$ cat src/source/gps_macros.svh
`ifndef GPS_MACROS_SVH
`define GPS_MACROS_SVH

// Sample and accumulator widths.
`define SAMPLE_W     2
`define ACC_W        16

// Loop state widths.
`define DPHI_W       24
`define TAU_W        12

// I^2 + Q^2 of two full-scale sums fits in 2*ACC_W+1 bits.
`define PWR_W        33

// Spreading code generator.
`define PRN_W        5
`define LFSR_W       10

// Valid samples per dump.
`define DUMP_LEN     64

// Carrier increment step per dump.
`define CARRIER_STEP 16

// Tracking memory entries.
`define MEM_DEPTH    4

`endif

$ cat src/source/sample_sync.sv
`timescale 1ns/1ns
`include "gps_macros.svh"

module sample_sync (
   input  logic                        clk,
   input  logic                        i_rst_n,
   input  logic                        i_clk_sample,
   input  logic                        i_sample_valid,
   input  logic signed [`SAMPLE_W-1:0] i_data_i,
   input  logic signed [`SAMPLE_W-1:0] i_data_q,
   output logic                        o_data_available,
   output logic signed [`SAMPLE_W-1:0] o_data_i,
   output logic signed [`SAMPLE_W-1:0] o_data_q
);

   logic [1:0] sync_q;
   logic       sync_prev;
   logic       sample_edge;
   logic [1:0] hold_dly;

   // Rising edge of the synchronized sample clock.
   assign sample_edge = sync_q[1] & ~sync_prev;

   always_ff @(posedge clk) begin
      if (!i_rst_n) begin
         sync_q           <= '0;
         sync_prev        <= 1'b0;
         hold_dly         <= '0;
         o_data_available <= 1'b0;
      end else begin
         // Two-flop synchronizer.
         sync_q    <= {sync_q[0], i_clk_sample};
         sync_prev <= sync_q[1];
         // Give the sample bits two cycles to settle.
         hold_dly  <= {hold_dly[0], sample_edge};
         o_data_available <= hold_dly[1] & i_sample_valid;
      end
   end

   // Sample held until the next strobe.
   always_ff @(posedge clk) begin
      if (hold_dly[1]) begin
         o_data_i <= i_data_i;
         o_data_q <= i_data_q;
      end
   end

endmodule

$ cat config.mk
export PLATFORM = sky130hd
export DESIGN_NAME = sample_sync
export DESIGN_NICKNAME = d
export VERILOG_FILES = /design/src/source/sample_sync.sv
export VERILOG_INCLUDE_DIRS = /design/src /design/src/source
export SDC_FILE = /design/constraint.sdc
export NUM_CORES = 1
export LEC_CHECK = 0
export BUFFER_PORTS_ARGS = -buffer_cell sky130_fd_sc_hd__buf_2
export CORE_AREA = 10 10 47 49
export CTS_BUF_LIST = sky130_fd_sc_hd__clkbuf_4
export DETAILED_ROUTE_END_ITERATION = 16
export DIE_AREA = 0 0 57 59
export GPL_ROUTABILITY_DRIVEN = 0
export PLACE_DENSITY = 0.49
export SLEW_MARGIN = 20
export SYNTH_ARGS = -nofsm -noshare
export SYNTH_HDL_FRONTEND = slang
export SYNTH_SLANG_ARGS = --single-unit
$ cat constraint.sdc
create_clock -name clk -period 2.3 [get_ports clk]
set_clock_uncertainty 0.2 [all_clocks]
set_input_delay 0.46 -clock clk [delete_from_list [all_inputs] [get_ports clk]]
set_output_delay 0.46 -clock clk [all_outputs]
set_load 0.05 [all_outputs]
==> results by group <==
Floorplan
  – Die X: 57 µm
  – Io pins: 13
  – Die height: 59 µm
  – Initial Util: 20.36%
  – Cell Rows: 14
  – Core area: 1401 µm²
  – Die ar.: 3363 µm²

Clock network
  – Clk sink count: 10
  – Cts hold-fix bufs: 0
  – Num CTS Buffers: 3
  – CTS tree: yes
  – Setup Buffers After CTS: 0
  – Resized Gates After CTS: 0
  – Clock Tree Buf Depth: 2
  – Clock transition at path regs: 60 ps
  – Clk root buf: clkbuf_4
  – Clock Latency Late Sink: 260 ps
  – Number of H-tree levels: 1

Synth
  – Mapped Nets: 24
  – Area contributors post-synth: dfxtp_1 42%, edfxtp_1 42%, and2_2 11%
  – Synth Area in Compound Gates: 0%
  – Yosys warns: 0
  – Main flop type after synthesis: dfxtp_1
  – Syn Inst Count: 16
  – Register area share after synthesis: 84.21%
  – Cell type with the highest aggregate area in the netlist: dfxtp_1
  – Syn avg cell area: 17.83 µm²
  – Most common cell in the synthesized netlist: dfxtp_1
  – Synth cell types: 5
  – Synth top cells by count: 6 x dfxtp_1, 4 x and2_2, 4 x edfxtp_1, 1 x and3_1, 1 x and3b_1
  – Main combinational cell family by area after synthesis: simple AND/OR/NAND/NOR gates
  – Mux contribution to synthesized area: 0%
  – Synth Cell Area: 285.3 µm²
  – Synth Area in XOR/XNOR: 0%
  – Simple-gate share of the synthesized area: 15.79%
  – Seq cells post-synth: 10
  – Synth top area share: 42.11%
  – EDFF count, synth: 4
  – Ys async rst share: 0%
  – Synth Area in Adders: 0%

STA
  – Clock period minus final worst setup slack: 1501 ps
  – Final period util: 65.24%
  – Setup-failing EPs final: 0
  – RSZ-0062 raised after global routing: false
  – Worst-Margin Slew: 257.6 ps
  – Final setup margin: 799.5 ps
  – Final Hold Viols: 0
  – Setup TNS Final: 0 ps
  – Slew Viols, Final: 0
  – Relative slew margins: 82.94%
  – Max Freq: 666.4 MHz

Setup path
  – Slowest CP cell: edfxtp_1
  – Worst EP required: 1640 ps
  – Setup Crit Path Kind: flop to primary output
  – CP top delay family: flip-flops
  – Worst setup EP type: primary output
  – Startpoint Class: flop
  – Crit path buffers/inverters: 1
  – Worst path max stage delay: 370 ps
  – Worst EP arrival: 840 ps
  – CP cell instances: buf_2
  – Max FO, Critical Path: 1

GRT
  – Largest net degree at the start of global routing: 7
  – GRT overflow: 0
  – First-pass GRT wire length: 1000 µm
  – Antenna violations before repair: 0
  – Number of global-route vias before repair: 210
  – GRT Util Overall: 4.094%

Layout
  – Synth-to-Final Area Change: 37.28%
  – Share of layout cells above drive strength 1: 59.38%
  – Nets: 41
  – Antenna cells: 0
  – Final Util: 27.95%
  – Final std cells w/o fill: 48

Placed design
  – Placed cells: 44
  – Final HPWL DP: 507.3 µm
  – PortBufs: 12
  – Worst slack, placed: 1054 ps

Detailed routing
  – DR iter-0 viols: 2
  – DR vias: 187
  – DR WL/cell: 12.54 µm
  – Total Wirelength: 602 µm
  – Residual DRC count: 0
  – Detailed Routing Iterations Pass 1: 2
  – Routed Antenna Nets: 0
  – Vias/cell: 3.896

Job
  – Max Cap Viol: 0

Pwr
  – Peak VDD IR: 260.1 µV
  – Pwr dens: 813.3 nW/µm²
  – Leak Pwr: 0.1762 nW

Worst hold path
  – Hold Crit Class: input port to flop

Run status
  – Status: complete, no violations
flip-flops by register name, summed over array words and instances (netlist names):
| name | cells |
|---|---|
| hold_dly | 2 |
| o_data_i | 2 |
| o_data_q | 2 |
| sync_q | 2 |
| o_data_available | 1 |
| sync_prev | 1 |
stage by stage:
stage / power (mW) / hold WS, ps / cell area, µm²
floorplan: 0.1980 / 226.3 / 285.3
global placement: 0.2050 / 230.7 / 365.4
detailed placement: 0.2064 / 235.0 / 365.4
CTS: 0.3249 / 171.3 / 391.6
global route: 0.3389 / 166.5 / 391.6
finish: 0.3185 / 183.0 / 391.6
power by group:
group / internal (mW) / switching (mW)
Sequential: 0.188 / 0.00126
Clock: 0.0623 / 0.0539
Combinational: 0.00664 / 0.00646
Total: 0.257 / 0.0616
area by class of cell:
class,instances,area [µm²]
fillers,156,1010
well taps,16,20.02
repair buffers,12,60.06
clock buffers,3,22.52
flip-flops and latches,10,240.2
clock inverters,1,3.754
multi-input cells,6,45.04
final timing paths:
check | from | endpoint | slack, ps | depth (start not counted)
max | o_data_i[1]$_DFFE_PP_ | o_data_i[1] | 800 | 1
min | i_data_i[0] | o_data_i[0]$_DFFE_PP_ | 180 | 1
max reg2reg | hold_dly[1]$_SDFF_PN0_ | o_data_q[0]$_DFFE_PP_ | 1380 | 0
min reg2reg | sync_q[0]$_SDFF_PN0_ | sync_q[1]$_SDFF_PN0_ | 250 | 1
layout by cell type, fill, tap and decap left out:
cell	instances
clkinv_1	1
clkbuf_4	3
and2_2	4
buf_2	12
edfxtp_1	4
dfxtp_1	6
and3_1	1
and3b_1	1
logic make-up (layout without fill, tap and decap cells):
| logic type | count (synthesis) | after routing |
|---|---|---|
| and+or+nand+nor | 6 | 6 |
| buffers and inverters | 0 | 16 |
| DFF | 10 | 10 |
layer usage:
layer	up-vias	part of all wire, %	global-route usage, %
met1	86	53	4.733
li1	86	-	-
met3	2	11	2.575
met2	13	36	4.806
met4	0	0.66	4.027
met5	-	0	0
(Power assumes the default switching activity.)
