`src/source/gps_macros.svh`:
```
`ifndef GPS_MACROS_SVH
`define GPS_MACROS_SVH

// Sample and accumulator widths.
`define SAMPLE_W     2
`define ACC_W        16

// Loop state widths.
`define DPHI_W       24
`define TAU_W        12

// I^2 + Q^2 of two full-scale sums fits in 2*ACC_W+1 bits.
`define PWR_W        33

// Spreading code generator.
`define PRN_W        5
`define LFSR_W       10

// Valid samples per dump.
`define DUMP_LEN     64

// Carrier increment step per dump.
`define CARRIER_STEP 16

// Tracking memory entries.
`define MEM_DEPTH    4

`endif

```
`src/source/gps_pkg.sv`:
```
`include "gps_macros.svh"

package gps_pkg;

   // Signed correlator sum.
   typedef logic signed [`ACC_W-1:0] acc_t;

   // Tracking memory address.
   typedef logic [$clog2(`MEM_DEPTH)-1:0] mem_addr_t;

   // One tracking memory entry.
   // Tag first, then carrier increment, then code offset.
   typedef struct packed {
      logic [1:0]               tag;
      logic [`DPHI_W-1:0]       carrier_dphi;
      logic signed [`TAU_W-1:0] tau;
   } track_rec_t;

endpackage

```
`src/source/track_mem_arbiter.sv`:
```
`timescale 1ns/1ns
`include "gps_macros.svh"

module track_mem_arbiter (
   input  logic                clk,
   input  logic                i_rst_n,
   input  logic                i_ch_req,
   input  gps_pkg::mem_addr_t  i_ch_addr,
   input  gps_pkg::track_rec_t i_ch_data,
   input  logic                i_lp_req,
   input  gps_pkg::mem_addr_t  i_lp_addr,
   input  gps_pkg::track_rec_t i_lp_data,
   input  gps_pkg::mem_addr_t  i_rd_addr,
   output logic                o_ch_gnt,
   output logic                o_lp_gnt,
   output gps_pkg::track_rec_t o_rd_data
);

   gps_pkg::track_rec_t mem [`MEM_DEPTH];

   ////////////////////
   // Grant
   ////////////////////

   // Channel first; the loops hold their request until free.
   assign o_ch_gnt = i_ch_req;
   assign o_lp_gnt = i_lp_req & ~i_ch_req;

   ////////////////////
   // Storage
   ////////////////////

   always_ff @(posedge clk) begin
      if (!i_rst_n) begin
         for (int k = 0; k < `MEM_DEPTH; k++) begin
            mem[k] <= '0;
         end
      end else if (o_ch_gnt) begin
         mem[i_ch_addr] <= i_ch_data;
      end else if (o_lp_gnt) begin
         mem[i_lp_addr] <= i_lp_data;
      end
   end

   // Asynchronous read port.
   assign o_rd_data = mem[i_rd_addr];

endmodule

```
`config.mk`:
```
export PLATFORM = sky130hd
export DESIGN_NAME = track_mem_arbiter
export DESIGN_NICKNAME = d
export VERILOG_FILES = /design/src/source/gps_pkg.sv /design/src/source/track_mem_arbiter.sv
export VERILOG_INCLUDE_DIRS = /design/src /design/src/source
export SDC_FILE = /design/constraint.sdc
export NUM_CORES = 1
export LEC_CHECK = 0
export BUFFER_PORTS_ARGS = -buffer_cell sky130_fd_sc_hd__buf_2
export CAP_MARGIN = 20
export CORE_MARGIN = 4
export CORE_UTILIZATION = 45
export CTS_CLUSTER_DIAMETER = 200
export DETAILED_ROUTE_END_ITERATION = 12
export HOLD_SLACK_MARGIN = 0.08
export PLACE_DENSITY = 0.7
export SETUP_SLACK_MARGIN = 0.2
export SYNTH_ARGS = -nofsm -noshare
export SYNTH_HDL_FRONTEND = slang
export SYNTH_SLANG_ARGS = --single-unit
```
`constraint.sdc`:
```
create_clock -name clk -period 7.2 [get_ports clk]
set_clock_uncertainty 0.2 [all_clocks]
set_input_delay 1.44 -clock clk [delete_from_list [all_inputs] [get_ports clk]]
set_output_delay 1.44 -clock clk [all_outputs]
set_load 0.03 [all_outputs]
```
==> results.toml <==
[floorplan]
die_height_um = 133.4
dieArea_um2 = 17780
core_um2 = 15310
start_util_pct = 46.18
io_pins = 126
fp.dieW_um = 133.4
rows = 45

[timing]
fin_crit_ps = 4923
rsz0062_at_grt = "false"
layout_worst_path_cycle_share_pct = 68.37
slew_headroom_pct = 29.92
timing.hold.ws_ps = 1284
worstMarginPinSlew_ps = 1047
clock.fmax_ghz = 0.2031
drv_slew = 0
finalSetupTns_ps = 0
setup_viol = 0
finalHoldViolations = 0

[cells_and_area]
final_cell_mix = "edfxtp_1 (152), buf_2 (125), nor2_1 (107)"
largest_reg_flops = 152
antennaDiodeCount = 0
largest_registers = "mem: 152 flops"
layout_commonest_cell = "edfxtp_1"
top_register = "mem"
layout.nets = 714
instances_no_fill = 852
drive_gt1_share_pct = 33.39
area_growth_pct = 20.40
finalInstanceArea_um2 = 8514

[place]
numPortBuffers = 125
place_area_um2 = 7883
gp_congestion = 0.7069
dp.cells = 818
dp_hpwl_um = 9092

[clock_tree]
cts_setup_buffers = 0
tritoncts = "built"
clk_pin_slew_ps = 60
root_buffer = "clkbuf_16"
cts-resized-gates = 0
clock-sinks = 152
cts.path.max_buffers = 2
cts_max_level = 4
cts_hold_buf = 0
cts_inserted_buffers = 17

[critical_path]
crit_path_end = "o_rd_data[7]"
crit_start = "i_rd_addr[0]"
critPathTopFamily = "buffers and inverters"
crit_chain = "buf_2 > buf_4 > mux4_2 > buf_2"
worstPathMaxFanout = 22
critPathRequiredTime_ps = 5560
cpPeakStageDelay_ps = 600
endpoint_kind = "output port"
crit_cells = 4
cp_common_cell = "buf_2"
worst-path-buf-inv = 3
crit_arrival_ps = 3280
critPathSlowestCell = "buf_2"
worst_setup_path_start_kind = "primary input"
path_class = "in -> out"

[synth]
syn_inst = 513
syn-mean-instance-area_um2 = 13.79
synthesis.area_um2 = 7072
post-synth-top-area-fraction_pct = 64.54
yosysTopAreaCell = "edfxtp_1"
seq_area_frac_synth_pct = 64.54
synth.net_count = 599
yosys_warnings = 0
ys_types = 25
synth.area.top_cells = "edfxtp_1 (65%), mux4_2 (12%), nor2_1 (5.7%)"
ys_seq_elements = 152

[global_routing]
grt_pass1_wl_um = 23920
grt_max_degree = 79
grt_pass1_vias = 4559
grt_usage_pct = 17.62
antenna_found_initial = 0
grt_overflow = 0

[pwr]
p_leak_nw = 3.530
power_density_nw_per_um2 = 267.6
finalPower_w = 0.002278
ir_drop_v = 0.0001693

[routing]
viasPerCell = 5.137
vias = 4377
firstDrtPassIters = 4
final_antenna_net_count = 0
drt_iter0_drc = 388
wirelength_um = 15220
drc = 0
wire_per_inst_um = 17.86

[status]
status = "finished clean"

[min_path]
hold_class = "in -> reg"
min_from = "i_ch_data[15]"

[job]
maxCapViolCount = 0
## layout make-up
class	count	area, um2
Clock buffer	19	432.9
Timing Repair Buffer	135	725.7
Inverter	38	142.6
Fill cell	1295	6800
Clock inverter	13	158.9
Sequential cell	152	4564
Multi-Input combinational cell	284	2226
Tap cell	211	264.0
## kinds of logic after synthesis
family | synth area share (%)
multiplexers | 12.10
AO/OA/AOI/OAI | 3.167
flip-flops | 64.54
AND/OR/NAND/NOR | 15.55
buffers and inverters | 4.635
## cell usage after synthesis
cell and number:
nor2_2 9, o21ai_0 10, inv_1 38, nand2b_1 1, and3b_1 39, nor4bb_1 1, a32o_1 1, nand2_1 4
edfxtp_1 152, a21oi_1 1, nand3b_1 1, mux4_2 38, or3b_1 1, buf_1 1, and2_1 38, a31oi_1 1
nor4b_1 1, nor2b_1 1, buf_2 10, buf_6 2, nor2_1 107, o21ai_1 29, clkbuf_1 23, buf_4 3
a21boi_0 1
## how the worst min path moves through the flow
stage                       endpoint  slack [ps]  cells after the start
after detailed placement  mem[3][21]        1700                      4
after global placement     mem[3][9]        1700                      4
after CTS                 mem[3][21]        1260                      4
after floorplan           mem[3][37]        1600                      3
final                     mem[3][15]        1280                      4
after global routing      mem[3][23]        1310                      4
## where the power goes
group          internal, W  switching, W  total (W)
Combinational     0.000112      0.000190   0.000302
Sequential         0.00107     0.0000206    0.00109
Clock             0.000571      0.000318   0.000889
Total              0.00175      0.000529    0.00228
## routing by layer
| layer | track usage [%] | vias to the layer above | part of all wire (%) |
|---|---|---|---|
| li1 | - | 2073 | - |
| met1 | 22.24 | 2141 | 42 |
| met2 | 29.94 | 152 | 51 |
| met3 | 5.023 | 11 | 6.6 |
| met4 | 4.971 | 0 | 0.99 |
| met5 | 0 | - | 0 |
## metrics by stage
step                      setup WS, ps  utilization [%]
final                             2277            55.60
after CTS                         2185            55.34
after global routing              2084            55.60
after global placement            2224            51.47
after floorplan                   2655                -
after detailed placement          2177            51.47
Note: power is estimated with default switching activity, not from simulation.
