[src/source/gps_macros.svh]
`ifndef GPS_MACROS_SVH
`define GPS_MACROS_SVH

// Sample and accumulator widths.
`define SAMPLE_W     2
`define ACC_W        16

// Loop state widths.
`define DPHI_W       24
`define TAU_W        12

// I^2 + Q^2 of two full-scale sums fits in 2*ACC_W+1 bits.
`define PWR_W        33

// Spreading code generator.
`define PRN_W        5
`define LFSR_W       10

// Valid samples per dump.
`define DUMP_LEN     64

// Carrier increment step per dump.
`define CARRIER_STEP 16

// Tracking memory entries.
`define MEM_DEPTH    4

`endif

[src/source/gps_pkg.sv]
`include "gps_macros.svh"

package gps_pkg;

   // Signed correlator sum.
   typedef logic signed [`ACC_W-1:0] acc_t;

   // Tracking memory address.
   typedef logic [$clog2(`MEM_DEPTH)-1:0] mem_addr_t;

   // One tracking memory entry.
   // Tag first, then carrier increment, then code offset.
   typedef struct packed {
      logic [1:0]               tag;
      logic [`DPHI_W-1:0]       carrier_dphi;
      logic signed [`TAU_W-1:0] tau;
   } track_rec_t;

endpackage

[src/source/tracking_loops.sv]
`timescale 1ns/1ns
`include "gps_macros.svh"

module tracking_loops (
   input  logic                      clk,
   input  logic                      i_rst_n,
   input  logic                      i_init,
   input  logic [`DPHI_W-1:0]        i_init_carrier_dphi,
   input  logic                      i_acc_valid,
   input  logic [1:0]                i_acc_tag,
   input  gps_pkg::acc_t             i_i_early,
   input  gps_pkg::acc_t             i_q_early,
   input  gps_pkg::acc_t             i_i_prompt,
   input  gps_pkg::acc_t             i_q_prompt,
   input  gps_pkg::acc_t             i_i_late,
   input  gps_pkg::acc_t             i_q_late,
   input  logic                      i_track_carrier_en,
   input  logic                      i_track_code_en,
   input  logic                      i_mem_gnt,
   output logic                      o_mem_req,
   output gps_pkg::mem_addr_t        o_mem_addr,
   output gps_pkg::track_rec_t       o_mem_data,
   output logic                      o_tracking_ready,
   output logic [`PWR_W-1:0]         o_i2q2_early,
   output logic [`PWR_W-1:0]         o_i2q2_prompt,
   output logic [`PWR_W-1:0]         o_i2q2_late,
   output logic [`DPHI_W-1:0]        o_carrier_dphi,
   output logic signed [`TAU_W-1:0]  o_tau_prime
);

   logic                       calc_q;
   logic [`DPHI_W-1:0]         dphi_q, dphi_nxt;
   logic signed [`TAU_W-1:0]   tau_q, tau_nxt;
   logic [`PWR_W-1:0]          pwr_e, pwr_p, pwr_l;
   logic signed [2*`ACC_W-1:0] prompt_prod;
   gps_pkg::track_rec_t        rec_q;

   function automatic logic [`PWR_W-1:0] power(input gps_pkg::acc_t re,
                                               input gps_pkg::acc_t im);
      logic signed [2*`ACC_W-1:0] re_sq;
      logic signed [2*`ACC_W-1:0] im_sq;
      re_sq = re * re;
      im_sq = im * im;
      return `PWR_W'($unsigned(re_sq)) + `PWR_W'($unsigned(im_sq));
   endfunction

   ////////////////////
   // Discriminators
   ////////////////////

   always_comb begin
      pwr_e = power(i_i_early, i_q_early);
      pwr_p = power(i_i_prompt, i_q_prompt);
      pwr_l = power(i_i_late, i_q_late);
      prompt_prod = i_i_prompt * i_q_prompt;

      // Carrier steps by the sign of I*Q on the prompt tap.
      dphi_nxt = dphi_q;
      if (i_track_carrier_en) begin
         if (prompt_prod > 0) begin
            dphi_nxt = dphi_q + `DPHI_W'(`CARRIER_STEP);
         end else if (prompt_prod < 0) begin
            dphi_nxt = dphi_q - `DPHI_W'(`CARRIER_STEP);
         end
      end

      // Code offset moves toward the stronger side.
      tau_nxt = tau_q;
      if (i_track_code_en) begin
         if (pwr_e > pwr_l) begin
            tau_nxt = tau_q - `TAU_W'(1);
         end else if (pwr_l > pwr_e) begin
            tau_nxt = tau_q + `TAU_W'(1);
         end
      end
   end

   always_ff @(posedge clk) begin
      if (!i_rst_n) begin
         calc_q    <= 1'b0;
         dphi_q    <= '0;
         tau_q     <= '0;
         o_mem_req <= 1'b0;
      end else begin
         calc_q <= i_acc_valid;
         if (i_init) begin
            dphi_q <= i_init_carrier_dphi;
            tau_q  <= '0;
         end else if (calc_q) begin
            dphi_q <= dphi_nxt;
            tau_q  <= tau_nxt;
         end
         // Result request waits out any channel write.
         if (calc_q) begin
            o_mem_req <= 1'b1;
         end else if (i_mem_gnt) begin
            o_mem_req <= 1'b0;
         end
      end
   end

   // Result record, held stable while the request is pending.
   always_ff @(posedge clk) begin
      if (calc_q) begin
         o_i2q2_early  <= pwr_e;
         o_i2q2_prompt <= pwr_p;
         o_i2q2_late   <= pwr_l;
         o_mem_addr    <= gps_pkg::mem_addr_t'(i_acc_tag);
         rec_q         <= '{tag: i_acc_tag, carrier_dphi: dphi_nxt, tau: tau_nxt};
      end
   end

   assign o_mem_data       = rec_q;
   assign o_carrier_dphi   = rec_q.carrier_dphi;
   assign o_tau_prime      = rec_q.tau;
   assign o_tracking_ready = o_mem_req & i_mem_gnt;

endmodule

[config.mk]
export PLATFORM = sky130hd
export DESIGN_NAME = tracking_loops
export DESIGN_NICKNAME = d
export VERILOG_FILES = /design/src/source/gps_pkg.sv /design/src/source/tracking_loops.sv
export VERILOG_INCLUDE_DIRS = /design/src /design/src/source
export SDC_FILE = /design/constraint.sdc
export NUM_CORES = 2
export LEC_CHECK = 0
export ABC_CLOCK_PERIOD_IN_PS = 13700
export CAP_MARGIN = 40
export CELL_PAD_IN_SITES_DETAIL_PLACEMENT = 0
export CELL_PAD_IN_SITES_GLOBAL_PLACEMENT = 1
export CORE_ASPECT_RATIO = 1.2
export CORE_MARGIN = 2
export CORE_UTILIZATION = 30
export DETAILED_ROUTE_END_ITERATION = 8
export DONT_BUFFER_PORTS = 1
export PLACE_DENSITY_LB_ADDON = 0.1
export SKIP_LAST_GASP = 1
export SLEW_MARGIN = 15
export SYNTH_ARGS = -nofsm -noshare
export SYNTH_HDL_FRONTEND = slang
export SYNTH_SLANG_ARGS = --single-unit
[constraint.sdc]
create_clock -name clk -period 13.7 [get_ports clk]
set_input_delay 2.055 -clock clk [delete_from_list [all_inputs] [get_ports clk]]
set_output_delay 2.055 -clock clk [all_outputs]
set_load 0.01 [all_outputs]
==> flow_metrics.tcl <==
set metrics [dict create \
    outcome "finished, final reports clean" \
    vias_per_cell 4.56 \
    dpl.hpwl_mm 191 \
    path_common_cell "fa_1" \
    syn2layout_area_growth_pct 5.11 \
    fmax_mhz 80.9 \
    dieArea_sq_mm 0.257 \
    min_path_cells 0 \
    ant_nets 0 \
    grt_pass1_wl_mm 356 \
    dieHeight_microns 555 \
    syn-num-nets 10900 \
    hp-class "flip-flop to flip-flop" \
    reg2reg_slack_ns 10.49 \
    syn_inst 8340 \
    fin_crit_ns 12.36 \
    tightestPinTransition_ns 0.889 \
    cpMaxStageDelayCell "nor3_1" \
    synth_top_area_share_pct 44.4 \
    io_buffers 0 \
    grt_usage_pct 18.1 \
    cts_sinks 175 \
    ctsHoldBuffers 0 \
    antenna_found_initial 7 \
    synth-seq-cells 175 \
    drtIter0Drc 2167 \
    crit_start "i_q_early[2]" \
    fin_nets 10700 \
    yosys.area.top_type "fa_1" \
    finalCritPeriodShare_pct 90.2 \
    critPathKind "input pin to flip-flop" \
    drt-total-wl_mm 224 \
    final.setup.tns_ns 0 \
    synth-edff-count 137 \
    die_w_microns 463 \
    r2r_start "dphi_q[6]" \
    ys_seq_area_share_pct 6.42 \
    first_global_vias 59700 \
    ys_warn_count 0 \
    rows 202 \
    io_pins 306 \
    dr_total_vias 52400 \
    postCtsSetupBuffers 0 \
    finClkSkew_ns 0.0235 \
    grt_max_degree 51 \
    post_cts_resized 0 \
    worstPathRequired_ns 13.98 \
    hold_viol 0 \
    reg2reg_depth 9 \
    slew_violations 0 \
    synth_cell_types 81 \
    drv_cap 0 \
    ctsRootBufferMaster "clkbuf_16" \
    synth-async-reset-ratio_pct 0 \
    cts_buffers 17 \
    setup.worst_path.end_class "flip-flop" \
    gr-total-overflow 0 \
    drc_errors 0 \
    path_max_fanout 19 \
    setup_viol 0 \
    crit_end "o_tau_prime[11]" \
    coreArea_sq_mm 0.252 \
    critPathMaxStageDelay_ns 0.73 \
    r2r_end "o_carrier_dphi[21]" \
    synth.cell_area_sq_mm 0.0760 \
    avgSynthCellArea_sq_um 9.11 \
    clk_latency_ns 0.57 \
    firstDrtPassIters 7 \
    relSlewSlack_pct 39.2 \
    critPathLaunchType "input pin" \
    drt-wirelength-per-cell_microns 19.5 \
    drive_gt1_share_pct 1.65 \
    start_util_pct 30.1 \
    fill_cells 26800 \
    synth_top_cells_by_area "fa_1 44%, ha_1 12%, inv_1 11%, edfxtp_1 5.4%, nand2_1 3.5%" \
    cts-htree-levels 4 \
    max-clock-path-buffers 2 \
    crit_arrival_ns 12.64 \
    tritoncts "done" \
    synth-main-ff-cell "edfxtp_1" \
    grt_setup_unrepaired "false" \
    clk_pin_slew_worst_paths_ns 0.10 \
    gp_congestion 0.816 \
]
==> layer usage <==
| layer | vias up | global-route usage (%) | routed length, microns |
|---|---|---|---|
| met5 | - | 0 | 7 |
| met4 | 2 | 2.96 | 3220 |
| met3 | 101 | 3.25 | 10300 |
| met2 | 693 | 33.3 | 117000 |
| met1 | 27000 | 22.1 | 93500 |
| li1 | 24600 | - | - |
==> cells in the final DEF (no fill, tap or decap), types with 12 or more instances in the layout <==
master     instances
nand3_1           92
nor2b_1           55
dfxtp_1           37
a31o_2            29
edfxtp_1         137
nor2_1           333
o21ai_0          149
buf_4             22
xnor2_1          293
and3_1            45
xor2_1            92
nor4_1            17
a2111oi_0         18
a211oi_1          25
a21oi_1          247
o21bai_1          32
o21a_1            44
nand2b_1          73
a31oi_1           31
or4_1             12
inv_1           2306
and2_1           349
ha_1             734
nor3b_1           15
a21o_1           101
nand2_1          714
fa_1            1683
nor3_1            77
mux2i_1           20
o211ai_1          28
or2_2             20
o31ai_1           19
or3_1             33
clkbuf_16         17
nand4_1           27
==> synth_stat cells (all sizes together) (20+ instances only) <==
cell type	instances
a21oi	250
xor2	92
clkbuf	232
nand2b	73
o21a	44
o21bai	32
a31oi	31
nor2b	55
ha	734
xnor2	294
a211oi	25
o211ai	28
or2	20
or3	33
nor2	333
buf	52
nand4	27
nand3	92
a21o	101
a31o	29
dfxtp	38
nand2	714
nor3	77
edfxtp	137
o21ai	151
mux2i	20
fa	1683
and2	349
and3	45
inv	2308
==> worst min-delay path by stage <==
| stage | endpoint | from |
|---|---|---|
| global route | o_carrier_dphi[2] | dphi_q[2] |
| floorplan | o_carrier_dphi[0] | dphi_q[0] |
| global placement | o_carrier_dphi[2] | dphi_q[2] |
| detailed placement | o_carrier_dphi[0] | dphi_q[0] |
| CTS | o_carrier_dphi[0] | dphi_q[0] |
| finish | o_carrier_dphi[0] | dphi_q[0] |
==> cell families (layout without fill, tap and decap cells) <==
group                    Yosys count  in the layout  synth area share [%]
flip-flops                       175            175                  6.42
multiplexers                      27             27                 0.367
other                              0              3                     0
AO/OA/AOI/OAI                    834            834                  7.16
XOR/XNOR                         386            386                  4.45
adder cells (fa/ha/maj)         2417           2417                  56.4
buffers and inverters           2602           2380                  13.1
AND/OR/NAND/NOR                 1899           1899                  12.1
==> state kept, by name (all words and copies together) (netlist names), 2 cells and up <==
register	flops
o_i2q2_early	33
o_i2q2_prompt	33
o_tau_prime	12
dphi_q	24
o_carrier_dphi	24
tau_q	12
o_i2q2_late	33
o_mem_data	2
==> critical path: cells and delay by family <==
family | cells | cell delay, ns
fa+ha+maj | 9 | 4.24
compound gates | 12 | 2.96
simple gates | 9 | 2.26
xor+xnor | 3 | 0.46
mux | 1 | 0.36
buf+inv | 5 | 0.30
==> per-stage QoR <==
step	hold slack, ns	utilization (%)	setup WS [ns]	area (sq um)	cells
global route	0.445	31.7	0.730	79800	11500
CTS	0.438	31.7	1.41	79800	11500
finish	0.437	31.7	1.34	79800	11500
floorplan	0.408	-	1.79	76000	8340
detailed placement	0.413	31.4	0.839	79200	11400
global placement	0.410	31.4	0.943	79100	11400
==> final cells by class <==
class                      instances  area [sq um]  area share, %
clock inverter                    14           168          0.210
tap                             3366          4210           5.27
timing repair buffer              30           273          0.342
sequential                       175          4880           6.11
antenna                            3          7.51        0.00940
inverter                        2318          8700           10.9
clock buffer                      18           433          0.542
multi-input combinational       5563         61200           76.6
Power is left out: the tool's default activity adds up to more than one toggle a clock period on the data nets, which glitch-free logic cannot reach.
