### config.mk
export PLATFORM = sky130hd
export DESIGN_NAME = correlator_channel
export DESIGN_NICKNAME = d
export VERILOG_FILES = /design/src/source/gps_pkg.sv /design/src/source/code_gen.sv /design/src/source/correlator_channel.sv
export VERILOG_INCLUDE_DIRS = /design/src /design/src/source
export SDC_FILE = /design/constraint.sdc
export NUM_CORES = 1
export LEC_CHECK = 0
export BUFFER_PORTS_ARGS = -buffer_cell sky130_fd_sc_hd__buf_2
export CAP_MARGIN = 25
export CORE_ASPECT_RATIO = 0.5
export CORE_MARGIN = 1.5
export CORE_UTILIZATION = 38
export DETAILED_ROUTE_END_ITERATION = 6
export GPL_TIMING_DRIVEN = 0
export MAX_ROUTING_LAYER = met4
export PLACE_DENSITY_LB_ADDON = 0.25
export SLEW_MARGIN = 5
export SYNTH_ARGS = -nofsm -noshare
export SYNTH_HDL_FRONTEND = slang
export SYNTH_SLANG_ARGS = --single-unit
### constraint.sdc
create_clock -name clk -period 4 [get_ports clk]
set_input_delay 0.2 -clock clk [delete_from_list [all_inputs] [get_ports clk]]
set_output_delay 0.2 -clock clk [all_outputs]
set_load 0.005 [all_outputs]
### src/source/gps_macros.svh
`ifndef GPS_MACROS_SVH
`define GPS_MACROS_SVH

// Sample and accumulator widths.
`define SAMPLE_W     2
`define ACC_W        16

// Loop state widths.
`define DPHI_W       24
`define TAU_W        12

// I^2 + Q^2 of two full-scale sums fits in 2*ACC_W+1 bits.
`define PWR_W        33

// Spreading code generator.
`define PRN_W        5
`define LFSR_W       10

// Valid samples per dump.
`define DUMP_LEN     64

// Carrier increment step per dump.
`define CARRIER_STEP 16

// Tracking memory entries.
`define MEM_DEPTH    4

`endif

### src/source/gps_pkg.sv
`include "gps_macros.svh"

package gps_pkg;

   // Signed correlator sum.
   typedef logic signed [`ACC_W-1:0] acc_t;

   // Tracking memory address.
   typedef logic [$clog2(`MEM_DEPTH)-1:0] mem_addr_t;

   // One tracking memory entry.
   // Tag first, then carrier increment, then code offset.
   typedef struct packed {
      logic [1:0]               tag;
      logic [`DPHI_W-1:0]       carrier_dphi;
      logic signed [`TAU_W-1:0] tau;
   } track_rec_t;

endpackage

### src/source/code_gen.sv
`timescale 1ns/1ns
`include "gps_macros.svh"

module code_gen (
   input  logic              clk,
   input  logic              i_rst_n,
   input  logic              i_load,
   input  logic [`PRN_W-1:0] i_prn,
   input  logic              i_advance,
   output logic              o_early,
   output logic              o_prompt,
   output logic              o_late
);

   logic [`LFSR_W-1:0] lfsr;
   logic [`LFSR_W-1:0] seed;
   logic               feedback;
   logic               late_q;

   // An all-zero state would lock up the register.
   assign seed = (i_prn == '0) ? `LFSR_W'(1) : `LFSR_W'(i_prn);

   // Fibonacci form, taps 10 and 3.
   assign feedback = lfsr[`LFSR_W-1] ^ lfsr[2];

   always_ff @(posedge clk) begin
      if (!i_rst_n) begin
         lfsr   <= `LFSR_W'(1);
         late_q <= 1'b0;
      end else if (i_load) begin
         lfsr   <= seed;
         late_q <= 1'b0;
      end else if (i_advance) begin
         lfsr   <= {lfsr[`LFSR_W-2:0], feedback};
         late_q <= lfsr[`LFSR_W-1];
      end
   end

   // Output bit is the MSB; the bit below it comes out next.
   assign o_prompt = lfsr[`LFSR_W-1];
   assign o_early  = lfsr[`LFSR_W-2];
   assign o_late   = late_q;

endmodule

### src/source/correlator_channel.sv
`timescale 1ns/1ns
`include "gps_macros.svh"

module correlator_channel (
   input  logic                        clk,
   input  logic                        i_rst_n,
   input  logic                        i_data_available,
   input  logic signed [`SAMPLE_W-1:0] i_data_i,
   input  logic signed [`SAMPLE_W-1:0] i_data_q,
   input  logic                        i_init,
   input  logic [`PRN_W-1:0]           i_prn,
   input  logic [`DPHI_W-1:0]          i_init_carrier_dphi,
   input  logic                        i_mem_gnt,
   output logic                        o_init_track,
   output logic [`DPHI_W-1:0]          o_init_carrier_dphi,
   output logic                        o_acc_valid,
   output logic [1:0]                  o_acc_tag,
   output gps_pkg::acc_t               o_i_early,
   output gps_pkg::acc_t               o_q_early,
   output gps_pkg::acc_t               o_i_prompt,
   output gps_pkg::acc_t               o_q_prompt,
   output gps_pkg::acc_t               o_i_late,
   output gps_pkg::acc_t               o_q_late,
   output logic                        o_mem_req,
   output gps_pkg::mem_addr_t          o_mem_addr,
   output gps_pkg::track_rec_t         o_mem_data
);

   localparam int CNT_W = $clog2(`DUMP_LEN);

   logic             active;
   logic [CNT_W-1:0] sample_cnt;
   logic [1:0]       tag_cnt;
   logic             take;
   logic             dump;
   logic             chip_early;
   logic             chip_prompt;
   logic             chip_late;
   gps_pkg::acc_t    acc_ie, acc_qe, acc_ip, acc_qp, acc_il, acc_ql;
   gps_pkg::acc_t    nxt_ie, nxt_qe, nxt_ip, nxt_qp, nxt_il, nxt_ql;

   // Chip 1 is +1, chip 0 is -1.
   function automatic gps_pkg::acc_t chip_term(input logic chip,
                                               input logic signed [`SAMPLE_W-1:0] x);
      gps_pkg::acc_t ext;
      ext = gps_pkg::acc_t'(x);
      return chip ? ext : -ext;
   endfunction

   // Samples are ignored until the first init.
   assign take = active & i_data_available & ~i_init;
   assign dump = take && (sample_cnt == CNT_W'(`DUMP_LEN - 1));

   code_gen u_code_gen (
      .clk       (clk),
      .i_rst_n   (i_rst_n),
      .i_load    (i_init),
      .i_prn     (i_prn),
      .i_advance (take),
      .o_early   (chip_early),
      .o_prompt  (chip_prompt),
      .o_late    (chip_late)
   );

   always_comb begin
      nxt_ie = acc_ie + chip_term(chip_early, i_data_i);
      nxt_qe = acc_qe + chip_term(chip_early, i_data_q);
      nxt_ip = acc_ip + chip_term(chip_prompt, i_data_i);
      nxt_qp = acc_qp + chip_term(chip_prompt, i_data_q);
      nxt_il = acc_il + chip_term(chip_late, i_data_i);
      nxt_ql = acc_ql + chip_term(chip_late, i_data_q);
   end

   ////////////////////
   // Control
   ////////////////////

   always_ff @(posedge clk) begin
      if (!i_rst_n) begin
         active       <= 1'b0;
         sample_cnt   <= '0;
         tag_cnt      <= '0;
         o_acc_valid  <= 1'b0;
         o_init_track <= 1'b0;
         o_mem_req    <= 1'b0;
      end else begin
         o_acc_valid  <= dump;
         o_init_track <= i_init;
         if (i_init) begin
            active     <= 1'b1;
            sample_cnt <= '0;
            tag_cnt    <= '0;
         end else if (take) begin
            sample_cnt <= dump ? '0 : sample_cnt + 1'b1;
            if (dump) begin
               tag_cnt <= tag_cnt + 1'b1;
            end
         end
         // Init record request, held until granted.
         if (i_init) begin
            o_mem_req <= 1'b1;
         end else if (i_mem_gnt) begin
            o_mem_req <= 1'b0;
         end
      end
   end

   ////////////////////
   // Accumulation
   ////////////////////

   always_ff @(posedge clk) begin
      if (i_init) begin
         acc_ie <= '0;
         acc_qe <= '0;
         acc_ip <= '0;
         acc_qp <= '0;
         acc_il <= '0;
         acc_ql <= '0;
         o_init_carrier_dphi <= i_init_carrier_dphi;
      end else if (dump) begin
         acc_ie <= '0;
         acc_qe <= '0;
         acc_ip <= '0;
         acc_qp <= '0;
         acc_il <= '0;
         acc_ql <= '0;
         o_i_early  <= nxt_ie;
         o_q_early  <= nxt_qe;
         o_i_prompt <= nxt_ip;
         o_q_prompt <= nxt_qp;
         o_i_late   <= nxt_il;
         o_q_late   <= nxt_ql;
         o_acc_tag  <= tag_cnt;
      end else if (take) begin
         acc_ie <= nxt_ie;
         acc_qe <= nxt_qe;
         acc_ip <= nxt_ip;
         acc_qp <= nxt_qp;
         acc_il <= nxt_il;
         acc_ql <= nxt_ql;
      end
   end

   // Init record always lands in entry 0.
   assign o_mem_addr = '0;
   assign o_mem_data = '{tag: 2'd0, carrier_dphi: o_init_carrier_dphi, tau: '0};

endmodule

==> results.tsv, run 1 <==
stage	metric	value	unit
run_status	outcome	completed	
clock_network	cts_tree	done	
final_layout	area_growth_from_synthesis_to_layout	21.5	%
clock_network	clk_latency	0.55	ns
yosys	synth_warnings	0	
sta	grt_setup_unrepaired	false	
clock_network	clock_path_buffers	3	
pwr	netSwitchingFraction	24.6	%
route	detail-route-antenna-nets	0	
sta	max_slew_margin	38.0	%
floorplanning	floorplan.die_area	35600	sq um
sta	clock.fmax	282	MHz
worst_setup_path	timing.critical_path.required	4.27	ns
floorplanning	design.portCount	203	
clock_network	cts_repair_resize_count	0	
worst_setup_path	cp_data_arrival_time	3.81	ns
global_route	grt_max_degree	56	
sta	tightest_slew	0.931	ns
clock_network	postCtsSetupRepairBufs	0	
final_layout	filler_cell_count_in_the_final_layout	3138	
final_layout	utilization	47.4	%
place	final_replace_weighted_congestion	0.868	
pwr	comb_power_share	12.5	%
sta	min_period	3.55	ns
worst_setup_path	critPathMaxFanout	15	
final_layout	multi_input_comb_area	6450	sq um
yosys	synth.top_cell.area_share	28.0	%
yosys	post_synth_num_cell_types	77	
clock_network	cts.root.buffer_cell	clkbuf_16	
pwr	internal-power	4.60	mW
clock_network	worst_setup_hold_path_clk_slew	0.07	ns
global_route	grt_pass1_vias	9814	
final_layout	largest_reg_flops	24	
worst_setup_path	cp_num_buf_inv	2	
yosys	synth-async-reset-ratio	0	%
route	drt_first_pass_iters	7	
floorplanning	floorplan.die.width	265	um
final_layout	finish.instance_area	15900	sq um
place	place.port_buffers	186	
floorplanning	fp.dieH	134	um
run	cap_violations	0	
sta	min_period_over_period	88.7	%
final_layout	registers.top_by_ff_count	o_init_carrier_dphi	
final_layout	sequential_cell_area	6050	sq um
min_path	min-delay-path-class	in2reg	
global_route	grt_pass1_wl	53100	um
floorplanning	core_area	33500	sq um
yosys	synth-seq-cells	241	
yosys	yosys.cell_count.top_type	nand2_1	
floorplanning	std_cell_rows	47	
yosys	post_synth_instance_area	13100	sq um
sta	final_critical_path_setup_slack	0.454	ns
pwr	clkPwrFrac	43.0	%
global_route	globalRouteTotalUtil	19.5	%
worst_setup_path	start_kind	flip-flop	
yosys	mux_contribution_to_synthesized_area	0.919	%
pwr	vdd_ir_drop_max	0.285	mV
sta	finalClockSkew	0.0223	ns
route	detail_route.vias_per_cell	5.05	
pwr	power.net_switching	1.50	mW
final_layout	antenna_cells_inserted	0	
worst_setup_path	worst_setup_path_end_kind	flip-flop	
worst_setup_path	slowest_delay	0.46	ns
worst_setup_path	timing.setup.critical_path_class	reg2reg	
yosys	synth-edff-count	122	
yosys	synthesis.instances	1342	
sta	hold_viol_final	0	
sta	timing.final.max_slew_violations	0	
yosys	synth.top_cells.by_count	nand2_1 (197), a21oi_1 (142), edfxtp_1 (122)	
sta	report.final.setup_viol	0	
global_route	grt_antenna_before_repair	0	
floorplanning	floorplan.initialDensity	39.1	%
clock_network	tritoncts_buffer_count	24	
final_layout	layout.nets	1746	
yosys	yosys.area.top_type	edfxtp_1	
worst_setup_path	critical-path-slowest-cell	inv_1	
pwr	powerDensity	384	nW/um^2
worst_setup_path	crit_path_cell_trace	clkbuf_1 > nand2_1 > o21a_1 > inv_1 > ha_1 > a211oi_1 > o21bai_2 > a31oi_1 > o32ai_1 > a221o_1 > nor2_1 > xnor2_1	
yosys	synth_top_family_by_area	compound AO/OA/AOI/OAI gates	
route	route.detailed.drc	0	
yosys	yosys-top-cells-area	edfxtp_1 (28%), dfxtp_1 (18%), ha_1 (9.5%)	
place	dpl.hpwl	24100	um
yosys	post_synth_xor_area_fraction	6.16	%
clock_network	htreeDepth	1	
yosys	synth_seq_area_share	46.3	%
yosys	syn_area_per_cell	9.74	sq um
pwr	share_seq_of_total_power	44.5	%
place	place_ws	0.443	ns
yosys	synthSimpleGateAreaFrac	15.6	%
route	detailedRoute.firstIterationViolations	803	
place	placedInstanceArea	14700	sq um
pwr	p_leak	6.70	nW
global_route	grt_overflow	0	
yosys	synth_ff_type	edfxtp_1	
route	route.final.wire_length	34000	um
worst_setup_path	path_delay_family	compound AO/OA/AOI/OAI gates	
route	dr_total_vias	10406	
final_layout	post_route_cells_drive_above_1_share	18.8	%
yosys	synth-compound-area-share	15.8	%
clock_network	postCtsHoldBufs	31	
yosys	post_synth_fa_ha_maj_area_fraction	10.4	%
clock_network	cts.sinks	241	
route	routed_wirelength_normalized_by_instance_count	16.5	um
[cell type report]
type	count	area share [%]
clock inverter	13	1.54
buffer	94	3.32
clock buffer	31	4.15
sequential	241	38.1
multi-input combinational	993	40.6
inverter	29	0.686
timing repair buffer	220	8.13
tap	441	3.48
[power by group through the flow]
stage               registers [mW]  clock network (mW)  logic, mW
detailed placement            2.77                   0      0.736
global route                  2.72                2.79      0.847
CTS                           2.71                2.68      0.764
global placement              2.76                   0      0.728
floorplan                     2.76                   0      0.500
finish                        2.71                2.63      0.763
[cells by family after synthesis]
family	count (synthesis)
AND/OR/NAND/NOR	442
other	1
flip-flops	241
multiplexers	12
adder cells (fa/ha/maj)	105
XOR/XNOR	92
AO/OA/AOI/OAI	326
buffers and inverters	123
[layer usage]
metal	global-route usage (%)	share of wire, %	wire (um)	up-vias
met3	2.99	4.8	1620	42
met5	-	0	0	-
li1	-	-	-	5300
met4	3.21	1.6	527	0
met1	26.0	48	16200	4820
met2	31.7	46	15700	244
[final timing paths]
path	cells after the start	start	slack (ns)	to
setup / recovery	12	u_code_gen.lfsr[9]	0.45	o_q_prompt[14]
hold / removal	2	i_data_q[0]	0.15	o_q_early[0]
setup reg to reg	12	u_code_gen.lfsr[9]	0.45	o_q_prompt[14]
hold reg to reg	2	u_code_gen.lfsr[6]	0.45	u_code_gen.lfsr[7]
[stage by stage]
step / setup TNS [ns] / hold slack (ns) / std cells / total power [mW]
finish: 0 / 0.148 / 2062 / 6.10
global route: 0 / 0.125 / 2062 / 6.35
CTS: 0 / 0.123 / 2062 / 6.16
detailed placement: 0 / 0.379 / 1987 / 3.50
global placement: -8.52 / 0.377 / 1984 / 3.49
floorplan: 0 / 0.299 / 1357 / 3.26
[layout by cell type (no fill, tap or decap), drive strengths merged, types with 4 or more instances in the layout]
cell / synthesis / routed
o21bai: 14 / 14
mux2i: 12 / 12
clkbuf: 33 / 64
a31oi: 11 / 11
nand3: 42 / 42
or3: 8 / 8
nand2: 197 / 197
buf: 61 / 250
or4: 7 / 7
nor2: 80 / 80
clkinv: 0 / 4
o211ai: 8 / 8
inv: 29 / 29
xor2: 23 / 23
conb: 1 / 16
and3: 10 / 10
nor3: 24 / 24
bufinv: 0 / 7
dfxtp: 119 / 119
edfxtp: 122 / 122
fa: 6 / 6
dlygate4sd3: 0 / 31
a211oi: 8 / 8
o21a: 17 / 17
a21oi: 147 / 147
nand4b: 4 / 4
o2bb2ai: 8 / 8
nor2b: 10 / 10
o21ai: 47 / 47
o22ai: 4 / 4
a21o: 30 / 30
xnor2: 69 / 69
and2: 10 / 10
nand4: 14 / 14
a21boi: 4 / 4
nor4: 13 / 13
ha: 99 / 99
nand2b: 11 / 11
No activity file was read; power rests on OpenSTA's default activity.
==> inputs of run 2 (changes only) <==
- clock period: 4 -> 3.7 ns (I/O delays scaled with it)
==> run 2 against run 1 <==
Effect of this change:
- worst setup slack got worse by 0.15 ns
- non-clock buffer count rose by 6
- clock skew about the same
- worst hold slack lost 0.010 ns
- via count up 0.72%
- sequential power is 8.1% higher
- first-iteration DRC count is 11% lower
- routed wire length increased by 0.28%
==> results.tsv, run 2 (same netlist as run 1, synthesis figures left out) <==
stage	metric	value	unit	change
sta	final_critical_path_setup_slack	0.305	ns	-0.149 ns
sta	tightest_slew	0.930	ns	-0.000304 ns
global_route	globalRouteTotalUtil	19.5	%	unchanged
route	route.detailed.drc	0		unchanged
sta	clock.fmax	295	MHz	+4.5%
min_path	hold_path.startpoint	i_data_q[0]		
run_status	outcome	completed		
route	detail-route-antenna-nets	0		unchanged
run	cap_violations	0		unchanged
min_path	min-delay-path-class	in2reg		
final_layout	post_route_cells_drive_above_1_share	19.3	%	+0.48 points
pwr	powerDensity	414	nW/um^2	+7.7%
clock_network	cts_tree	done		
final_layout	registers.top_by_ff_count	o_init_carrier_dphi		
sta	max_slew_margin	38.0	%	about the same
clock_network	cts.sinks	241		unchanged
worst_setup_path	timing.critical_path.required	4.18	ns	-0.09 ns
clock_network	worst_setup_hold_path_clk_slew	0.07	ns	about the same
place	final_replace_weighted_congestion	0.868		unchanged
sta	min_period	3.40	ns	-0.151 ns
clock_network	clk_latency	0.55	ns	about the same
floorplanning	design.portCount	203		unchanged
route	detailedRoute.firstIterationViolations	713		-11%
worst_setup_path	regToRegStartpoint	u_code_gen.lfsr[9]		
floorplanning	fp.dieH	134	um	unchanged
route	routed_wirelength_normalized_by_instance_count	16.5	um	about the same
final_layout	area_growth_from_synthesis_to_layout	22.0	%	
place	place.port_buffers	186		unchanged
pwr	vdd_ir_drop_max	0.307	mV	+7.9%
place	place_ws	0.158	ns	-0.285 ns
sta	report.final.setup_viol	0		unchanged
worst_setup_path	start_kind	flip-flop		
pwr	p_leak	6.71	nW	+0.17%
final_layout	antenna_cells_inserted	0		unchanged
global_route	grt_pass1_wl	53100	um	unchanged
clock_network	cts.root.buffer_cell	clkbuf_16		
final_layout	largest_reg_flops	24		unchanged
route	dr_total_vias	10481		+0.72%
clock_network	tritoncts_buffer_count	24		unchanged
sta	grt_setup_unrepaired	false		
sta	min_period_over_period	91.8	%	+3.1 points
floorplanning	std_cell_rows	47		unchanged
final_layout	layout.cells.most_common	buf_2		
final_layout	finish.instance_area	15900	sq um	+0.43%
route	detail_route.vias_per_cell	5.07		+0.43%
route	route.final.wire_length	34100	um	+0.28%
sta	finalClockSkew	0.0222	ns	-0.0000882 ns
floorplanning	core_area	33500	sq um	unchanged
floorplanning	floorplan.die_area	35600	sq um	unchanged
place	dpl.hpwl	24100	um	unchanged
sta	hold_viol_final	0		unchanged
worst_setup_path	worst_setup_path_end_kind	flip-flop		
place	placedInstanceArea	14700	sq um	unchanged
sta	timing.final.max_slew_violations	0		unchanged
global_route	grt_overflow	0		unchanged
final_layout	layout.nets	1752		+0.34%
global_route	grt_max_degree	56		unchanged
pwr	pwr_total	6.60	mW	+8.2%
floorplanning	floorplan.die.width	265	um	unchanged
sta	final.setup.tns	0	ns	unchanged
route	drt_first_pass_iters	5		-2
clock_network	htreeDepth	1		unchanged
global_route	grt_antenna_before_repair	0		unchanged
sta	hold_ws	0.138	ns	-0.0102 ns
global_route	grt_pass1_vias	9814		unchanged
worst_setup_path	critPathMaxFanout	9		-6
worst_setup_path	cp_data_arrival_time	3.87	ns	+0.06 ns
worst_setup_path	timing.setup.critical_path_class	reg2reg		
floorplanning	floorplan.initialDensity	39.1	%	unchanged
clock_network	clock_path_buffers	3		unchanged
worst_setup_path	critical_path.startpoint	u_code_gen.lfsr[9]		
final_layout	most-common-layout-cells	buf_2 (202), nand2_1 (197), a21oi_1 (142)		
==> run 2: where the power goes <==
part,leakage (nW),switching (mW),total (mW),internal (mW)
combinational,4.18,0.495,0.833,0.338
sequential,2.10,0.0386,2.93,2.89
clock,0.434,1.09,2.84,1.74
total,6.71,1.63,6.60,4.98
==> run 2: critical path, stage by stage, from the launching register on <==
cell and delay [ns]:
dfxtp_1 0.31, clkbuf_1 0.35, o21a_1 0.42, clkinvlp_4 0.24, buf_4 0.22, ha_1 0.36
nand2_1 0.07, o21ai_1 0.17, nand3_1 0.18, o21ai_2 0.20, a31oi_1 0.17, or4_1 0.53
nand3_1 0.09
==> run 2: final timing paths <==
kind,slack [ns],endpoint,cells past startpoint
hold reg to reg,0.45,u_code_gen.lfsr[7],2
setup reg to reg,0.30,acc_qp[13],12
setup / recovery,0.30,acc_qp[13],12
hold / removal,0.14,o_q_early[0],2
==> run 2: timing repair <==
item / 4_1_cts / 5_1_grt
resized for setup: 0 / 3
hold buffers: 31 / 0
setup buffers: 0 / 6
setup endpoints to repair: 0 / 3
hold endpoints to repair: 32 / 0
==> run 2: metal layers <==
metal	track usage, %	part of all wire (%)
met1	26.0	47
met5	-	0
met3	2.99	4.8
met4	3.21	1.5
met2	31.7	46
==> run 2: layout make-up <==
type	count	area (sq um)
buffer	94	527
clock buffer	31	658
clock inverter	13	244
fill	3139	17500
inverter	29	120
multi-input combinational	993	6450
sequential	241	6050
tap	441	552
timing repair buffer	226	1350
==> run 2: metrics by stage <==
stage / util, % / instances
6_report: 47.6 / 2068
5_1_grt: 47.6 / 2068
4_1_cts: 47.4 / 2062
3_5_place_dp: 43.8 / 1987
3_3_place_gp: 43.7 / 1984
2_1_floorplan: - / 1357
==> inputs of run 3 (changes only) <==
- CELL_PAD_IN_SITES_DETAIL_PLACEMENT: unset -> 0
- CELL_PAD_IN_SITES_GLOBAL_PLACEMENT: unset -> 2
- CORE_UTILIZATION: 38 -> 37
- CTS_BUF_LIST: unset -> sky130_fd_sc_hd__clkbuf_8
==> run 3 against run 2 <==
Effect of this change:
- combinational power rose by 1%
- global-route usage rose by 0.76 points
- count of clock-buffer cells in the layout increased by 13
- non-clock buffer count increased by 1
- sequential share of layout area grew 0.20 points
- critical path type unchanged
==> results.tsv, run 3 (same netlist as run 1, synthesis figures left out) <==
stage	metric	value	unit	change
floorplanning	floorplan.initialDensity	37.7	%	-1.3 points
worst_setup_path	r2r_setup_slack	0.24	ns	-0.07 ns
sta	hold_viol_final	0		unchanged
global_route	grt_antenna_before_repair	1		+1
sta	max_slew_margin	36.2	%	-1.8 points
route	dr_total_vias	10848		+3.5%
clock_network	cts.root.buffer_cell	clkbuf_8		
final_layout	post_route_cells_drive_above_1_share	20.0	%	+0.70 points
worst_setup_path	timing.setup.critical_path_class	reg2reg		
final_layout	utilization	45.8	%	-1.9 points
worst_setup_path	r2r-end	o_q_late[15]		
worst_setup_path	critPathMaxFanout	17		+8
floorplanning	floorplan.die_area	36500	sq um	+2.7%
clock_network	clock_path_buffers	3		unchanged
place	place.port_buffers	186		unchanged
sta	final.setup.tns	0	ns	unchanged
global_route	grt_max_degree	62		+11%
final_layout	layout.nets	1769		+0.97%
global_route	grt_pass1_wl	55000	um	+3.6%
global_route	gr_util_met1	26.0	%	about the same
sta	grt_setup_unrepaired	false		
global_route	grt_most_used_layer	met2		
min_path	hold_depth	2		unchanged
route	routed_wirelength_normalized_by_instance_count	17.2	um	+4.3%
final_layout	area_growth_from_synthesis_to_layout	21.3	%	
min_path	hold_path.startpoint	i_data_q[0]		
worst_setup_path	cp_data_arrival_time	3.82	ns	-0.05 ns
sta	min_period_over_period	93.6	%	+1.9 points
floorplanning	design.portCount	203		unchanged
final_layout	filler_cell_count_in_the_final_layout	3331		+6.1%
sta	min_period	3.46	ns	+0.0686 ns
worst_setup_path	ff2ff_path_depth	9		-3
route	detail_route.vias_per_cell	5.09		+0.44%
sta	tightest_slew	0.947	ns	+0.0171 ns
place	dpl.hpwl	25900	um	+7.6%
worst_setup_path	start_kind	flip-flop		
floorplanning	fp.dieH	136	um	+1.3%
floorplanning	std_cell_rows	48		+2.1%
min_path	min-delay-path-class	in2reg		
worst_setup_path	regToRegStartpoint	u_code_gen.o_late		
final_layout	most-common-layout-cells	buf_2 (202), nand2_1 (197), a21oi_1 (142)		
sta	timing.final.max_slew_violations	0		unchanged
global_route	grt_pass1_vias	10047		+2.4%
sta	hold_ws	0.136	ns	-0.00134 ns
clock_network	htreeDepth	2		+1
sta	report.final.setup_viol	0		unchanged
run	cap_violations	0		unchanged
final_layout	finish.instance_area	15900	sq um	-0.53%
clock_network	clk_latency	0.57	ns	+0.02 ns
route	route.final.wire_length	36600	um	+7.4%
global_route	grt.met3_usage	4.33	%	+1.3 points
global_route	grt.met2_usage	31.8	%	+0.082 points
final_layout	largest_reg_flops	24		unchanged
route	detail-route-antenna-nets	0		unchanged
pwr	powerDensity	386	nW/um^2	-6.7%
clock_network	cts_tree	done		
place	final_replace_weighted_congestion	0.908		+4.7%
route	route.detailed.drc	0		unchanged
min_path	min_delay_worst_endpoint	o_q_late[0]		
final_layout	multi_input_comb_area	6450	sq um	about the same
worst_setup_path	worst_setup_path_end_kind	flip-flop		
final_layout	layout.cells.most_common	buf_2		
final_layout	sequential_cell_area	6050	sq um	unchanged
run_status	outcome	completed		
clock_network	tritoncts_buffer_count	40		+67%
sta	finalClockSkew	0.0169	ns	-0.00531 ns
floorplanning	floorplan.die.width	269	um	+1.3%
global_route	grt_overflow	0		unchanged
place	placedInstanceArea	14700	sq um	+0.24%
sta	clock.fmax	289	MHz	-2.0%
floorplanning	core_area	34700	sq um	+3.6%
route	detailedRoute.firstIterationViolations	577		-19%
pwr	p_leak	6.74	nW	+0.38%
clock_network	cts.sinks	241		unchanged
route	drt_first_pass_iters	6		+1
global_route	globalRouteTotalUtil	20.2	%	+0.76 points
pwr	pwr_total	6.13	mW	-7.2%
clock_network	worst_setup_hold_path_clk_slew	0.06	ns	about the same
worst_setup_path	timing.critical_path.required	4.06	ns	-0.12 ns
final_layout	registers.top_by_ff_count	o_init_carrier_dphi		
pwr	vdd_ir_drop_max	0.207	mV	-33%
run 3: power by group:
group / switching (mW) / internal (mW) / total [mW]
Combinational: 0.503 / 0.339 / 0.842
Clock: 1.12 / 1.23 / 2.35
Sequential: 0.0385 / 2.89 / 2.93
run 3: layout make-up:
type,count,area share [%]
clock buffers,44,3.82
plain buffers,94,3.32
diodes,1,0.0158
inverters,29,0.734
clock inverters,27,1.03
multi-input cells,993,40.7
well taps,475,3.75
repair buffers,227,8.53
flip-flops and latches,241,38.1
run 3: per-layer routing:
metal  up-vias  routed length, um
li1       5367                  -
met1      5078              16800
met2       330              16400
met3        73               2520
met4         0                925
met5         -                  0
run 3: what timing repair did:
action,CTS,global route
hold buffers,31,0
buffers inserted,0,8
hold endpoints to repair,32,0
resized for setup,0,3
setup endpoints to repair,0,7
run 3: worst max-delay path, cell delays in order, from the launching register on:
cell and delay [ns]:
dfxtp_1 0.37, o21ai_2 0.73, ha_1 0.43, a21oi_1 0.26
a2111oi_2 0.13, nor4_1 0.44, o21ai_1 0.23, a21o_1 0.25
xnor2_1 0.14, xnor2_1 0.29
run 3: worst max-delay path by stage:
stage	slack, ns	from	end
2_1_floorplan	0.27	i_data_q[1]	o_q_late[15]
3_3_place_gp	-1.14	i_data_q[0]	o_q_late[15]
3_5_place_dp	0.08	i_data_q[0]	o_q_late[15]
4_1_cts	0.10	u_code_gen.lfsr[9]	o_q_prompt[14]
5_1_grt	0.08	u_code_gen.o_late	o_q_late[15]
6_report	0.24	u_code_gen.o_late	o_q_late[15]
run 3: stage by stage:
step,setup WS (ns),std cells
2_1_floorplan,0.273,1357
3_3_place_gp,-1.14,2018
3_5_place_dp,0.0755,2020
4_1_cts,0.102,2122
5_1_grt,0.0784,2131
6_report,0.236,2131
